$ cat config.mk
export PLATFORM = sky130hd
export DESIGN_NAME = cache_core
export DESIGN_NICKNAME = d
export VERILOG_FILES = /design/src/source/cache_pkg.sv /design/src/source/cache_core.sv
export SDC_FILE = /design/constraint.sdc
export NUM_CORES = 1
export LEC_CHECK = 0
export CAP_MARGIN = 20
export CORE_AREA = 2 2 322 324
export CTS_BUF_LIST = sky130_fd_sc_hd__clkbuf_16
export DETAILED_ROUTE_END_ITERATION = 7
export DIE_AREA = 0 0 324 326
export DONT_BUFFER_PORTS = 1
export GPL_ROUTABILITY_DRIVEN = 0
export PLACE_DENSITY = 0.3
export SYNTH_ARGS = -nofsm -noshare
export SYNTH_HDL_FRONTEND = slang
export SYNTH_SLANG_ARGS = --single-unit
$ cat constraint.sdc
create_clock -name clk_i -period 13.7 [get_ports clk_i]
set_input_delay 1.37 -clock clk_i [delete_from_list [all_inputs] [get_ports clk_i]]
set_output_delay 1.37 -clock clk_i [all_outputs]
set_load 0.02 [all_outputs]
$ cat src/source/cache_pkg.sv
package cache_pkg;

   // word address and word geometry
   parameter int ADDR_W     = 12;
   parameter int DATA_W     = 32;
   parameter int NBYTES     = DATA_W / 8;
   parameter int WORD_OFF_W = 2;
   parameter int NWORDS     = 1 << WORD_OFF_W;
   parameter int LINE_W     = NWORDS * DATA_W;

   // front-end request, all-zero strobe is a read
   typedef struct packed {
      logic [ADDR_W-1:0] addr;
      logic [DATA_W-1:0] wdata;
      logic [NBYTES-1:0] wstrb;
   } fe_req_t;

   // backing-memory request
   typedef struct packed {
      logic [ADDR_W-1:0] addr;
      logic [DATA_W-1:0] wdata;
      logic [NBYTES-1:0] wstrb;
   } be_req_t;

   // single-cycle monitor pulses
   typedef struct packed {
      logic rd_hit;
      logic rd_miss;
      logic wr_hit;
      logic wr_miss;
   } cache_event_t;

endpackage

$ cat src/source/cache_core.sv
`timescale 1ns/1ps

module cache_core #(
   parameter int NWAYS    = 2,
   parameter int NLINES_W = 4,
   parameter int TAG_W    = 6
) (
   input  logic                                clk_i,
   input  logic                                rst_n_i,
   input  cache_pkg::fe_req_t                  fe_req_i,
   input  logic                                fe_avalid_i,
   output logic                                fe_ready_o,
   output logic [cache_pkg::DATA_W-1:0]        fe_rdata_o,
   output logic                                fe_rvalid_o,
   output cache_pkg::cache_event_t             event_o,
   // tag RAM
   output logic                                tag_en_o,
   output logic                                tag_we_o,
   output logic [NLINES_W-1:0]                 tag_addr_o,
   output logic [NWAYS-1:0][TAG_W-1:0]         tag_wdata_o,
   input  logic [NWAYS-1:0][TAG_W-1:0]         tag_rdata_i,
   // data RAM
   output logic                                data_en_o,
   output logic                                data_we_o,
   output logic [NLINES_W-1:0]                 data_addr_o,
   output logic [NWAYS-1:0][cache_pkg::NWORDS-1:0][cache_pkg::DATA_W-1:0] data_wdata_o,
   input  logic [NWAYS-1:0][cache_pkg::NWORDS-1:0][cache_pkg::DATA_W-1:0] data_rdata_i,
   // replace unit
   output logic [NLINES_W-1:0]                 rep_index_o,
   output logic                                rep_touch_o,
   output logic [$clog2(NWAYS)-1:0]            rep_touch_way_o,
   output logic                                rep_fill_o,
   output logic [$clog2(NWAYS)-1:0]            rep_fill_way_o,
   input  logic [NWAYS-1:0]                    rep_valid_i,
   input  logic [NWAYS-1:0]                    rep_victim_1hot_i,
   // backend
   output logic                                be_start_o,
   output logic                                be_fetch_o,
   output cache_pkg::be_req_t                  be_cmd_o,
   input  logic                                be_done_i,
   input  logic [cache_pkg::LINE_W-1:0]        be_line_i
);

   localparam int WAY_W  = $clog2(NWAYS);
   localparam int OFF_W  = cache_pkg::WORD_OFF_W;
   localparam int DATA_W = cache_pkg::DATA_W;

   typedef enum logic [1:0] {S_IDLE, S_REFILL, S_WRITE} state_e;

   state_e             state_q;
   cache_pkg::fe_req_t req_q;
   logic               lookup_q;
   logic               rsp_q;
   logic [DATA_W-1:0]  rsp_word_q;

   logic [TAG_W-1:0]    tag_r;
   logic [NLINES_W-1:0] index_r;
   logic [NLINES_W-1:0] fe_index;
   logic [OFF_W-1:0]    off_r;
   logic                is_wr;
   logic                hit;
   logic                accept;
   logic                fill;
   logic [NWAYS-1:0]    hit_1hot;
   logic [WAY_W-1:0]    hit_way;
   logic [WAY_W-1:0]    victim_way;

   // address split of the registered request
   assign tag_r    = req_q.addr[cache_pkg::ADDR_W-1 -: TAG_W];
   assign index_r  = req_q.addr[OFF_W +: NLINES_W];
   assign off_r    = req_q.addr[OFF_W-1:0];
   assign fe_index = fe_req_i.addr[OFF_W +: NLINES_W];
   assign is_wr    = |req_q.wstrb;

   // tag compare on valid ways, one-hot to binary
   always_comb begin
      hit_way    = '0;
      victim_way = '0;
      for (int w = 0; w < NWAYS; w++) begin
         hit_1hot[w] = rep_valid_i[w] & (tag_rdata_i[w] == tag_r);
         if (hit_1hot[w]) hit_way = WAY_W'(w);
         if (rep_victim_1hot_i[w]) victim_way = WAY_W'(w);
      end
   end
   assign hit = |hit_1hot;

   assign event_o.rd_hit  = lookup_q & ~is_wr & hit;
   assign event_o.rd_miss = lookup_q & ~is_wr & ~hit;
   assign event_o.wr_hit  = lookup_q & is_wr & hit;
   assign event_o.wr_miss = lookup_q & is_wr & ~hit;

   // only read hits keep the front end open
   assign fe_ready_o = (state_q == S_IDLE) & ~(lookup_q & (is_wr | ~hit));
   assign accept     = fe_avalid_i & fe_ready_o;
   assign fill       = (state_q == S_REFILL) & be_done_i;

   assign tag_en_o    = accept | fill;
   assign tag_we_o    = fill;
   assign tag_addr_o  = fill ? index_r : fe_index;
   assign data_en_o   = accept | fill | event_o.wr_hit;
   assign data_we_o   = fill | event_o.wr_hit;
   assign data_addr_o = data_we_o ? index_r : fe_index;

   // refill replaces the victim way, a write hit merges strobed bytes
   always_comb begin
      tag_wdata_o             = tag_rdata_i;
      tag_wdata_o[victim_way] = tag_r;
      data_wdata_o            = data_rdata_i;
      if (fill) begin
         data_wdata_o[victim_way] = be_line_i;
      end else begin
         for (int b = 0; b < cache_pkg::NBYTES; b++) begin
            if (req_q.wstrb[b]) begin
               data_wdata_o[hit_way][off_r][8*b +: 8] = req_q.wdata[8*b +: 8];
            end
         end
      end
   end

   assign rep_index_o     = index_r;
   assign rep_touch_o     = lookup_q & hit;
   assign rep_touch_way_o = hit_way;
   assign rep_fill_o      = fill;
   assign rep_fill_way_o  = victim_way;

   // every write goes through, read misses fetch the line
   assign be_start_o = lookup_q & (is_wr | ~hit);
   assign be_fetch_o = ~is_wr;
   assign be_cmd_o   = cache_pkg::be_req_t'(req_q);

   assign fe_rvalid_o = event_o.rd_hit | rsp_q;
   assign fe_rdata_o  = rsp_q ? rsp_word_q : data_rdata_i[hit_way][off_r];

   always_ff @(posedge clk_i or negedge rst_n_i) begin
      if (!rst_n_i) begin
         state_q  <= S_IDLE;
         lookup_q <= 1'b0;
         rsp_q    <= 1'b0;
      end else begin
         lookup_q <= accept;
         rsp_q    <= fill;
         case (state_q)
            S_IDLE: begin
               if (be_start_o) begin
                  state_q <= is_wr ? S_WRITE : S_REFILL;
               end
            end
            S_REFILL, S_WRITE: begin
               if (be_done_i) begin
                  state_q <= S_IDLE;
               end
            end
            default: state_q <= S_IDLE;
         endcase
      end
   end

   always_ff @(posedge clk_i) begin
      if (accept) begin
         req_q <= fe_req_i;
      end
      // requested word of the refilled line
      if (fill) begin
         rsp_word_q <= be_line_i[off_r*DATA_W +: DATA_W];
      end
   end

endmodule

---- Word-level counts from Yosys, hierarchy flattened ----
Index checks and enable logic that the tools add are counted.
word-level totals
  input port bits ......................... 452
  output and inout bits ................... 376
  bits in registers ....................... 84
  word-level logic and storage cells ...... 96
cells by class
  reduce and logical (&&, ||, !) cells .... 8
  shift-type cells ........................ 1
  equal/unequal tests ..................... 6
  magnitude comparators ................... 6
  bitwise operators ....................... 21
  muxes and demuxes ....................... 47
operators with widths
  kind                                                                           count
  256-bit two-way mux                                                            8
  256-bit bitwise mux                                                            5
  128-bit two-way mux                                                            7
  128-bit demux with 1-bit select                                                5
  32-bit demux with 2-bit select                                                 4
  128-bit by 8-bit indexed part select with 32-bit output                        1
  32-bit two-way mux                                                             3
  32-bit binary-select mux with 2-bit select                                     1
  24-bit two-way mux                                                             1
  16-bit two-way mux                                                             1
  1-bit bitwise AND                                                              13
  12-bit bitwise mux                                                             1
  6-bit equality test                                                            2
  4-bit two-way mux                                                              2
  8-bit two-way mux                                                              1
  6-bit demux with 1-bit select                                                  1
  2-bit two-way mux                                                              3
  6-bit two-way mux                                                              1
  1-bit OR                                                                       5
  1-bit by 2-bit less-than comparator with 1-bit output (second input constant)  2
  2-bit inequality test (second input constant)                                  2
  2-bit case mux with 2 select lines                                             1
  2-bit OR reduction                                                             2
  4-bit OR reduction                                                             1
  other kinds (10)                                                               16

---- Logic depth before layout (Yosys ltp) ----
Gate-level depths: netlist of the first run.
  word-level depth ........................ 19
  gate-level depth with buffers ........... 10
  depth with buffers taken out ............ 7

---- Least setup slack after synthesis of the first run ----
No wires, ideal clock.
  kind .................................... input -> register
  start point ............................. input port tag_rdata_i[11] (netlist bit)
  end point ............................... register req_q, in the netlist be_cmd_o[0], enable pin
  path slack .............................. 8.358 ns
  setup time .............................. 0.461 ns
  buffers on the path ..................... 1
  arrival ................................. 4.881 ns
  stages .................................. 7
  required time ........................... 13.239 ns
  cells stage by stage .................... xor2_1 -> or4_1 -> buf_4 -> inv_4 -> nor2_1 -> o21ai_0 -> nor2b_1
on the way
  word-level cells in the longest chain between the ends .. 9
RTL lines
  element                 RTL line           RTL
  start: declaration      cache_core.sv:21   input logic [NWAYS-1:0][TAG_W-1:0] tag_rdata_i,
  6-bit equality test     cache_core.sv:80   hit_1hot[w] = rep_valid_i[w] & (tag_rdata_i[w] == tag_r);
  1-bit bitwise AND       cache_core.sv:80
  2-bit OR reduction      cache_core.sv:85   assign hit = |hit_1hot;
  1-bit NOT               cache_core.sv:93   assign fe_ready_o = (state_q == S_IDLE) & ~(lookup_q & (is_wr | ~hit));
  1-bit OR                cache_core.sv:93
  1-bit bitwise AND       cache_core.sv:93
  1-bit NOT               cache_core.sv:93
  1-bit bitwise AND       cache_core.sv:93
  1-bit bitwise AND       cache_core.sv:94   assign accept = fe_avalid_i & fe_ready_o;
  via accept              cache_core.sv:62   logic accept;
  end signal: assignment  cache_core.sv:160  req_q <= fe_req_i;
  end: declaration        cache_core.sv:51   cache_pkg::fe_req_t req_q;
The timed path passes the listed nets, and every way through them passes these cells.
A chain may end at the register's enable or synchronous reset.

==> results of run 1 <==
[metal layers]
layer	up-vias	share of wire [%]	GRT usage (%)
met4	2	2.9	5.223
li1	4941	-	-
met3	145	9.7	5.881
met2	1011	48	27.53
met5	-	0.014	0
met1	6509	40	20.28
[worst max-delay path, stage by stage]
cell and delay, ns:
xnor2_1 0.22, nand4_1 0.12, or4_4 0.58, inv_4 0.28
buf_4 0.58, buf_4 0.54, nor3_2 0.25, buf_4 0.24
a22oi_1 0.15, nand2_1 0.19
[Yosys cell counts, drive strengths merged, types with 13 or more instances]
library cell,number,area (µm²)
nand2,249,934.7
a21o,129,968.4
a22o,128,1121
edfxtp,80,2402
buf,73,372.9
and2,66,412.9
a221o,64,640.6
a22oi,64,480.5
clkbuf,54,202.7
mux2i,52,520.5
mux4,50,1126
nand3,50,250.2
nor2,35,171.4
a21oi,27,135.1
nor3,25,305.3
o32a,21,210.2
mux2,20,225.2
and3,17,106.4
o21ai,16,83.83
a31oi,13,106.4
[worst max-delay path by stage]
stage,slack (ns),from,to
floorplan,8.36,tag_rdata_i[11],be_cmd_o[0]
global placement,7.60,tag_rdata_i[8],be_cmd_o[3]
detailed placement,7.61,tag_rdata_i[8],be_cmd_o[19]
CTS,7.63,tag_rdata_i[8],data_wdata_o[10]
global route,7.54,tag_rdata_i[8],data_wdata_o[10]
finish,7.70,tag_rdata_i[8],data_wdata_o[10]
[report_power, final]
group / internal [mW] / total [mW] / leakage (nW) / switching (mW)
combinational: 0.253 / 0.918 / 4.25 / 0.666
clock: 0.126 / 0.276 / 0.136 / 0.150
sequential: 0.336 / 0.453 / 0.790 / 0.116
[registers in the layout, indices dropped and copies added, names as in the netlist]
name        flops
be_cmd_o       48
lookup_q        1
rsp_q           1
rsp_word_q     32
state_q         2
[area by class of cell]
| cell class | instances | area [µm²] |
|---|---|---|
| clock inverters | 7 | 57.56 |
| repair buffers | 47 | 364.1 |
| flip-flops and latches | 84 | 2504 |
| well taps | 1380 | 1727 |
| inverters | 8 | 33.78 |
| fillers | 11770 | 89270 |
| clock buffers | 9 | 225.2 |
| diodes | 5 | 12.51 |
| multi-input cells | 1074 | 8421 |
[kinds of logic (layout without fill, tap and decap cells)]
group	after synthesis	after routing
AO/OA/AOI/OAI	482	482
AND/OR/NAND/NOR	456	456
buffers and inverters	135	71
multiplexers	122	122
flip-flops	84	84
XOR/XNOR	12	12
adder cells (fa/ha/maj)	2	2
other	0	5
[metrics by stage]
| step | cell area (µm²) | util [%] |
|---|---|---|
| 2_1_floorplan | 11430 | - |
| 5_1_grt | 13330 | 12.99 |
| 3_3_place_gp | 13020 | 12.69 |
| 3_5_place_dp | 13030 | 12.70 |
| 6_report | 13340 | 13.00 |
| 4_1_cts | 13320 | 12.98 |
==> run_results.csv, run 1 <==
group,metric,value,unit
logic_synthesis,synth_top_family_by_area,"compound AO/OA/AOI/OAI gates",
logic_synthesis,synthAdderAreaFrac,0.2190,%
timing,slew_headroom,23.65,%
hold_path,worstHoldStart,"state_q[0]",
logic_synthesis,ys.flop_type,"edfxtp_1",
setup_path,rr_worst_depth,9,
timing,fin_ws,7.699,ns
setup_path,critical_path.endpoint_type,"primary output",
timing,tns,0,ns
route,antenna_left,0,
cts,path_clk_slew,0.08,ns
floorplanning,die-area,105600,µm²
cts,clockBufferDepth,2,
logic_synthesis,synth-seq-cells,84,
setup_path,timing.rr.start,"be_cmd_o[44]",
logic_synthesis,synthCells,1293,
logic_synthesis,synth.distinct_cells,46,
logic_synthesis,synth.net_count,1747,
timing,hold_violations,0,
cts,clk_latency,0.41,ns
cells_and_area,final_common_cell,"nand2_1",
setup_path,startpoint_type,"input port",
cts,cts_tree,"built",
logic_synthesis,synth-xor-area-share,0.9198,%
timing,setup_violations,0,
hold_path,whs_path_depth,2,
timing,fmax,0.1666,GHz
global_routing,antenna_found_initial,5,
logic_synthesis,avgSynthCellArea,8.837,µm²
global_routing,grt_pass1_wl,119800,µm
global_routing,grt_overflow,0,
setup_path,critPathKind,"input port to primary output",
logic_synthesis,synth_edf_count,80,
setup_path,cp_max_fo,36,
cells_and_area,final_cell_mix,"248 x nand2_1, 129 x a21o_1, 128 x a22o_1",
placed_design,hpwl,70720,µm
cts,cts-resized-gates,0,
power,pwr_density_cell,123.5,nW/µm²
cells_and_area,nets,1678,
setup_path,crit_required,12.33,ns
global_routing,grt_usage,16.73,%
hold_path,min_path_type,"flop to flop",
route,detail_route.iter0.violations,1548,
setup_path,reg2reg_to,"be_cmd_o[26]",
floorplanning,die_h,326,µm
logic_synthesis,yosys_warnings,0,
power,p_leak,5.180,nW
logic_synthesis,synth-seq-area-share,21.90,%
run,drv_cap,0,
route,firstDrtPassIters,5,
route,drt_wl_total,93330,µm
hold_path,holdPathEnd,"state_q[0]",
global_routing,first_global_vias,12650,
floorplanning,io_pins,828,
floorplanning,core.rowCount,118,
cells_and_area,drive_above_1_share,16.92,%
cts,hold_buffers,0,
timing,fin_skew,0.01629,ns
floorplanning,start_util,11.14,%
outcome,outcome,"complete, no violations",
route,wire_per_inst,35.71,µm
global_routing,grt_max_degree,63,
logic_synthesis,synth_compound_area_share,35.38,%
timing,timing.final.crit_share,43.80,%
power,ir_drop,96.39,µV
placed_design,dpl_worst_slack,7.612,ns
timing,holdWs,0.5678,ns
logic_synthesis,postSynth.asyncResetShare,4.762,%
cts,post_cts_buffers,0,
timing,final_max_slew_viol_count,0,
timing,rsz0062_at_grt,"no",
placed_design,dp.cells,2592,
logic_synthesis,muxShareOfSynthArea,16.38,%
timing,tightest_slew,1.142,ns
power,power,1.648,mW
floorplanning,core-area,102600,µm²
timing,period_minus_slack,6.001,ns
placed_design,numPortBuffers,0,
floorplanning,die_w,324,µm
route,route.detailed.drc,0,
setup_path,cp.arrival,4.63,ns
setup_path,r2r_setup_slack,8.47,ns
logic_synthesis,yosys.area_share.simple,19.88,%
logic_synthesis,syn_area,11430,µm²
cts,cts_sinks,84,
cts,h-tree-depth,3,
route,drt-vias-per-instance,4.823,
cells_and_area,stdcell_count,2614,
cts,cts-buffers-inserted,9,
cells_and_area,area_growth,16.79,%
cts,cts_root_buffer,"clkbuf_16",
route,num_vias,12610,
Power figures use the tool's default switching activity.
==> inputs of run 2 (changes only) <==
- ABC_AREA: not set -> 1
- CORE_AREA: 2 2 322 324 -> 2 2 321 323
- DIE_AREA: 0 0 324 326 -> 0 0 323 325
- clock period: 13.7 -> 4.9 ns (I/O delays scaled with it)
==> run_results.csv, run 2 <==
group,metric,value,unit
outcome,outcome,"complete, no violations",
cells_and_area,final_common_cell,"nand2_1",
setup_path,startpoint_type,"flop",
cells_and_area,final_cell_mix,"613 x nand2_1, 517 x nand3_1, 333 x nor2_1",
hold_path,worstHoldStart,"fe_req_i[8]",
cts,cts-buffers-inserted,9,
placed_design,post_dp_cell_area,16680,µm²
setup_path,cp_max_fo,32,
timing,hold_violations,0,
run,drv_cap,0,
logic_synthesis,postSynth.asyncResetShare,4.762,%
logic_synthesis,yosys.area.top_type,"nand3_1",
logic_synthesis,synth-seq-cells,84,
logic_synthesis,synth.distinct_cells,24,
route,num_vias,20310,
floorplanning,io_pins,828,
timing,timing.final.crit_share,85.59,%
floorplanning,die-area,105000,µm²
cts,cts_tree,"built",
cells_and_area,fin_area,17010,µm²
logic_synthesis,synth_compound_area_share,27.35,%
timing,tns,0,ns
timing,setup_violations,0,
cells_and_area,area_growth,11.36,%
logic_synthesis,yosysMostFrequentCell,"nand2_1",
logic_synthesis,ys_top_cells_by_count,"616 x nand2_1, 517 x nand3_1, 335 x nor2_1",
timing,holdWs,0.1415,ns
route,drt_wl_total,123900,µm
global_routing,met2_usage,32.63,%
timing,slew_headroom,30.26,%
logic_synthesis,ys_top_cells_by_area,"nand3_1 17%, edfxtp_1 16%, nand2_1 15%, a211oi_1 13%, a31oi_1 10%",
logic_synthesis,yosys.area_share.simple,40.88,%
setup_path,crit_required,4.41,ns
logic_synthesis,synth-xor-area-share,0.05735,%
placed_design,dpl_worst_slack,1.037,ns
setup_path,rr_worst_depth,11,
setup_path,timing.rr.start,"be_cmd_o[45]",
logic_synthesis,ys.flop_type,"edfxtp_1",
setup_path,cp.arrival,3.70,ns
cells_and_area,drive_above_1_share,5.300,%
global_routing,top_usage_layer,"met2",
global_routing,grt_overflow,0,
timing,fmax,0.2384,GHz
logic_synthesis,synth_top_area_share,16.94,%
timing,fin_ws,0.7059,ns
cts,cts_root_buffer,"clkbuf_16",
setup_path,critPathKind,"flop to primary output",
logic_synthesis,synthCells,2751,
global_routing,antenna_found_initial,16,
timing,rsz0062_at_grt,"no",
logic_synthesis,synth_top_family_by_area,"simple AND/OR/NAND/NOR gates",
floorplanning,core.rowCount,117,
route,antenna_left,0,
cells_and_area,n_fill_cell,12070,
route,drt-vias-per-instance,5.135,
floorplanning,start_util,15.07,%
logic_synthesis,synthAdderAreaFrac,0.1639,%
floorplanning,die_h,325,µm
logic_synthesis,avgSynthCellArea,5.551,µm²
cells_and_area,largest_reg_flops,48,
global_routing,grt_usage,22.44,%
timing,tightest_slew,1.046,ns
cts,clockBufferDepth,2,
logic_synthesis,synth_edf_count,80,
power,p_leak,7.179,nW
floorplanning,die_w,323,µm
power,ir_drop,389.4,µV
cts,post_cts_buffers,0,
logic_synthesis,synth.net_count,3205,
cells_and_area,post-route-util,16.79,%
route,firstDrtPassIters,6,
route,route.detailed.drc,0,
global_routing,grt_max_degree,538,
global_routing,grt_pass1_wl,164900,µm
hold_path,min_path_type,"input port to flop",
cts,path_clk_slew,0.11,ns
logic_synthesis,synth-seq-area-share,16.39,%
placed_design,hpwl,96610,µm
global_routing,use_met3,6.226,%
timing,final_max_slew_viol_count,0,
timing,fin_skew,0.03288,ns
logic_synthesis,yosys_warnings,0,
global_routing,met1_usage,32.15,%
logic_synthesis,muxShareOfSynthArea,0,%
cts,cts_sinks,84,
setup_path,critical_path.endpoint_type,"primary output",
route,wire_per_inst,31.34,µm
timing,period_minus_slack,4.194,ns
power,pwr_density_cell,332.9,nW/µm²
route,detail_route.iter0.violations,2578,
hold_path,whs_path_depth,0,
logic_synthesis,syn_area,15270,µm²
floorplanning,core-area,101300,µm²
cts,clk_latency,0.43,ns
cts,h-tree-depth,3,
cells_and_area,nets,3034,
placed_design,numPortBuffers,0,
setup_path,crit_start,"be_cmd_o[45]",
global_routing,first_global_vias,18100,
cts,cts-resized-gates,0,
-- run 2: cell types whose count changed after synthesis, moves of 50 or more --
cell,previous run,this run
nor2_1,19,335
clkbuf_1,54,201
a211oi_1,0,256
a21o_1,129,0
a31oi_1,9,256
nand3_1,50,517
inv_1,6,293
a22o_1,128,0
a221o_1,64,0
mux4_2,50,0
mux2i_1,52,0
and2_1,66,0
nand2_1,249,616
-- run 2: worst max-delay path, cell delays in order, from the launching register on --
cell and delay, ns:
edfxtp_1 0.55, inv_1 0.16, nand2_1 0.11, o21ai_0 0.09
nor2_1 0.31, nand2_8 0.28, nor2_4 0.75, nand2_1 0.52
nand2_1 0.16, a31oi_1 0.13, buf_4 0.19
-- run 2: metrics by stage --
step | power, mW | std cells
after floorplan | 3.453 | 2751
after global placement | 4.853 | 3935
after detailed placement | 4.837 | 3935
after CTS | 5.676 | 3952
after global routing | 5.930 | 3953
final | 5.661 | 3955
-- run 2: cell families (layout without fill, tap and decap cells) --
kind of cell,Yosys count,in the layout
other,0,2
buffers and inverters,581,415
XOR/XNOR,1,1
AND/OR/NAND/NOR,1481,1481
adder cells (fa/ha/maj),2,2
AO/OA/AOI/OAI,602,602
flip-flops,84,84
-- run 2: report_power, final --
group | total [mW] | leakage, nW | switching (mW) | internal [mW]
clock | 0.817 | 0.138 | 0.461 | 0.356
sequential | 1.46 | 0.790 | 0.499 | 0.966
combinational | 3.38 | 6.25 | 2.68 | 0.702
total | 5.66 | 7.18 | 3.64 | 2.02
-- run 2: what timing repair did --
| item | 4_1_cts | 5_1_grt |
|---|---|---|
| hold buffers | 1 | 0 |
| endpoints found under the setup margin | 0 | 0 |
| hold endpoints to repair | 4 | 0 |
-- run 2: final cells by class --
cell class | instances | area, µm² | area share, %
diodes | 2 | 5.005 | 0.02943
clock buffers | 9 | 225.2 | 1.324
clock inverters | 7 | 60.06 | 0.3532
inverters | 297 | 1115 | 6.556
multi-input cells | 2086 | 10540 | 61.95
flip-flops and latches | 84 | 2502 | 14.72
well taps | 1368 | 1712 | 10.07
repair buffers | 102 | 850.8 | 5.003
-- run 2: path summary, 6_finish.rpt --
path / end / slack [ns]
max: data_wdata_o[143] / 0.71
min: be_cmd_o[8] / 0.14
max reg2reg: be_cmd_o[14] / 1.64
min reg2reg: state_q[1] / 0.49
max in group asynchronous: rsp_q / 4.20
min in group asynchronous: lookup_q / 0.43
-- run 2: layer usage --
metal / vias up / wire length (µm)
met5: - / 32
met4: 4 / 2850
met3: 104 / 11980
met2: 1182 / 52200
met1: 9812 / 56880
li1: 9207 / -
==> inputs of run 3 (changes only) <==
- ABC_CLOCK_PERIOD_IN_PS: not set -> 3500
- CELL_PAD_IN_SITES_DETAIL_PLACEMENT: not set -> 0
- CELL_PAD_IN_SITES_GLOBAL_PLACEMENT: not set -> 1
- CORE_AREA: 2 2 321 323 -> 2 2 325 327
- DIE_AREA: 0 0 323 325 -> 0 0 327 329
- PLACE_DENSITY: 0.3 -> 0.4
- clock period: 4.9 -> 3.5 ns (I/O delays scaled with it)
==> run_results.csv, run 3 (synthesis gave the netlist of run 2 again) <==
group,metric,value,unit
power,p_sw_share,59.90,%
timing,fmax,0.2962,GHz
cells_and_area,post-route-util,18.57,%
cts,h-tree-depth,3,
power,p_sw,5.096,mW
setup_path,max_stage_delay,0.57,ns
timing,period_minus_slack,3.376,ns
placed_design,hpwl,86620,µm
timing,setup_violations,0,
floorplanning,start_util,14.63,%
setup_path,crit_required,3.15,ns
power,power_frac_comb,63.0,%
route,detail_route.iter0.violations,1937,
power,seqPwrFrac,22.7,%
cts,cts_tree,"built",
setup_path,crit_family,"buffers and inverters",
cts,clockBufferDepth,2,
timing,rsz0062_at_grt,"yes",
placed_design,numPortBuffers,0,
timing,tightest_slew,1.069,ns
route,antenna_left,0,
setup_path,path_cells,"inv_1 > nand2_1 > inv_1 > nor2_1 > nand2_1 > nor2_4 > buf_12 > buf_4 > nor2_4 > buf_4 > buf_4 > nand3_1 > a31oi_1",
power,p_leak,8.334,nW
placed_design,dp.cells,4106,
cells_and_area,largest_reg_flops,48,
run,drv_cap,0,
setup_path,cp_max_fo,8,
floorplanning,core.rowCount,119,
floorplanning,die_h,329,µm
floorplanning,io_pins,828,
timing,hold_violations,0,
timing,timing.final.crit_share,96.45,%
power,clock_power_share,14.3,%
timing,slew_headroom,28.72,%
setup_path,worst-path-buf-inv,6,
global_routing,grt_overflow,0,
setup_path,cp_common_cell,"buf_4",
setup_path,startpoint_type,"flop",
floorplanning,core-area,104400,µm²
cells_and_area,stdcell_count,4179,
timing,fin_ws,0.1243,ns
power,power,8.507,mW
power,pwr_density_cell,439.0,nW/µm²
cts,path_clk_slew,0.10,ns
outcome,outcome,"complete, no violations",
timing,holdWs,0.1522,ns
global_routing,first_global_vias,19640,
cells_and_area,final_cell_mix,"590 x nand2_1, 517 x nand3_1, 331 x nor2_1",
hold_path,min_path_type,"input port to flop",
cts,cts_sinks,84,
global_routing,antenna_found_initial,0,
cells_and_area,area_growth,26.89,%
route,firstDrtPassIters,6,
power,p_int,3.411,mW
timing,final_max_slew_viol_count,0,
global_routing,grt_max_degree,538,
cells_and_area,final_common_cell,"nand2_1",
placed_design,dpl_worst_slack,0.2498,ns
power,ir_drop,306.1,µV
setup_path,critical-path-slowest-cell,"a31oi_1",
cts,cts-buffers-inserted,9,
setup_path,cp.arrival,3.03,ns
floorplanning,die_w,327,µm
setup_path,critical_path.endpoint_type,"primary output",
global_routing,grt_pass1_wl,161700,µm
route,drt-vias-per-instance,4.981,
setup_path,critPathKind,"flop to primary output",
floorplanning,die-area,107600,µm²
route,wire_per_inst,28.15,µm
route,drt_wl_total,117700,µm
timing,fin_skew,0.01542,ns
cts,cts_root_buffer,"clkbuf_16",
global_routing,grt_usage,20.73,%
cells_and_area,nets,3236,
cells_and_area,drive_above_1_share,12.49,%
cells_and_area,n_fill_cell,12200,
cts,clk_latency,0.42,ns
route,num_vias,20820,
route,route.detailed.drc,0,
## run 3: cell count changes in the layout (fill, tap and decap cells not counted), sizes merged
| cell | before | now |
|---|---|---|
| inv | 300 | 294 |
| dlygate4sd3 | 1 | 49 |
| diode | 2 | 1 |
| clkinvlp | 1 | 0 |
| clkinv | 3 | 9 |
| buf | 101 | 255 |
| bufinv | 0 | 1 |
## run 3: layer usage
| layer | share of wire, % | global-route usage, % |
|---|---|---|
| met1 | 41 | 25.86 |
| met2 | 49 | 35.90 |
| met3 | 7.8 | 5.293 |
| met4 | 1.7 | 4.288 |
| met5 | 0 | 0 |
## run 3: layout make-up
class	instances	area, µm²	area share, %
Sequential cell	84	2504	12.92
Multi-Input combinational cell	2086	10830	55.90
Tap cell	1391	1740	8.982
Antenna cell	1	2.502	0.01291
Clock inverter	7	68.82	0.3551
Clock buffer	9	225.2	1.162
Timing Repair Buffer	304	2885	14.89
Inverter	297	1120	5.779
## run 3: what timing repair did
action,4_1_cts,5_1_grt
setup endpoints to repair,149,145
hold buffers,49,0
pin swaps,2,0
buffers inserted,5,0
resized for setup,20,49
hold endpoints to repair,52,0
## run 3: worst paths after layout
kind,slack [ns],cells past startpoint,to,start
worst max-delay path,0.12,13,data_wdata_o[32],be_cmd_o[43]
worst min-delay path,0.15,2,rsp_word_q[26],be_line_i[58]
worst max register to register,0.93,13,be_cmd_o[16],be_cmd_o[43]
worst min register to register,0.49,2,state_q[1],state_q[1]
max in group asynchronous,3.03,1,rsp_q,rst_n_i
min in group asynchronous,0.24,1,lookup_q,rst_n_i
## run 3: worst reg2reg max path, stage by stage (launching register included)
cell	delay, ns
edfxtp_1	0.57
inv_1	0.13
nand2_1	0.11
nand2_1	0.05
inv_1	0.05
nand2_1	0.08
nor2_4	0.14
nand2_8	0.13
nand3_1	0.18
nand3_1	0.11
inv_1	0.12
nand2_1	0.14
clkinv_2	0.12
buf_12	0.26
## run 3: through the flow
step	instance area [µm²]	TNS, ns
floorplan	15270	0
global placement	18150	0
detailed placement	18150	0
CTS	19090	0
global route	19370	-0.006916
finish	19380	0
## run 3: power by group through the flow
stage / clock network (mW) / logic, mW / registers (mW)
finish: 1.22 / 5.36 / 1.93
global route: 1.28 / 5.71 / 1.96
CTS: 1.29 / 5.26 / 1.94
detailed placement: 0 / 5.16 / 1.96
global placement: 0 / 5.15 / 1.96
floorplan: 0 / 3.23 / 1.61
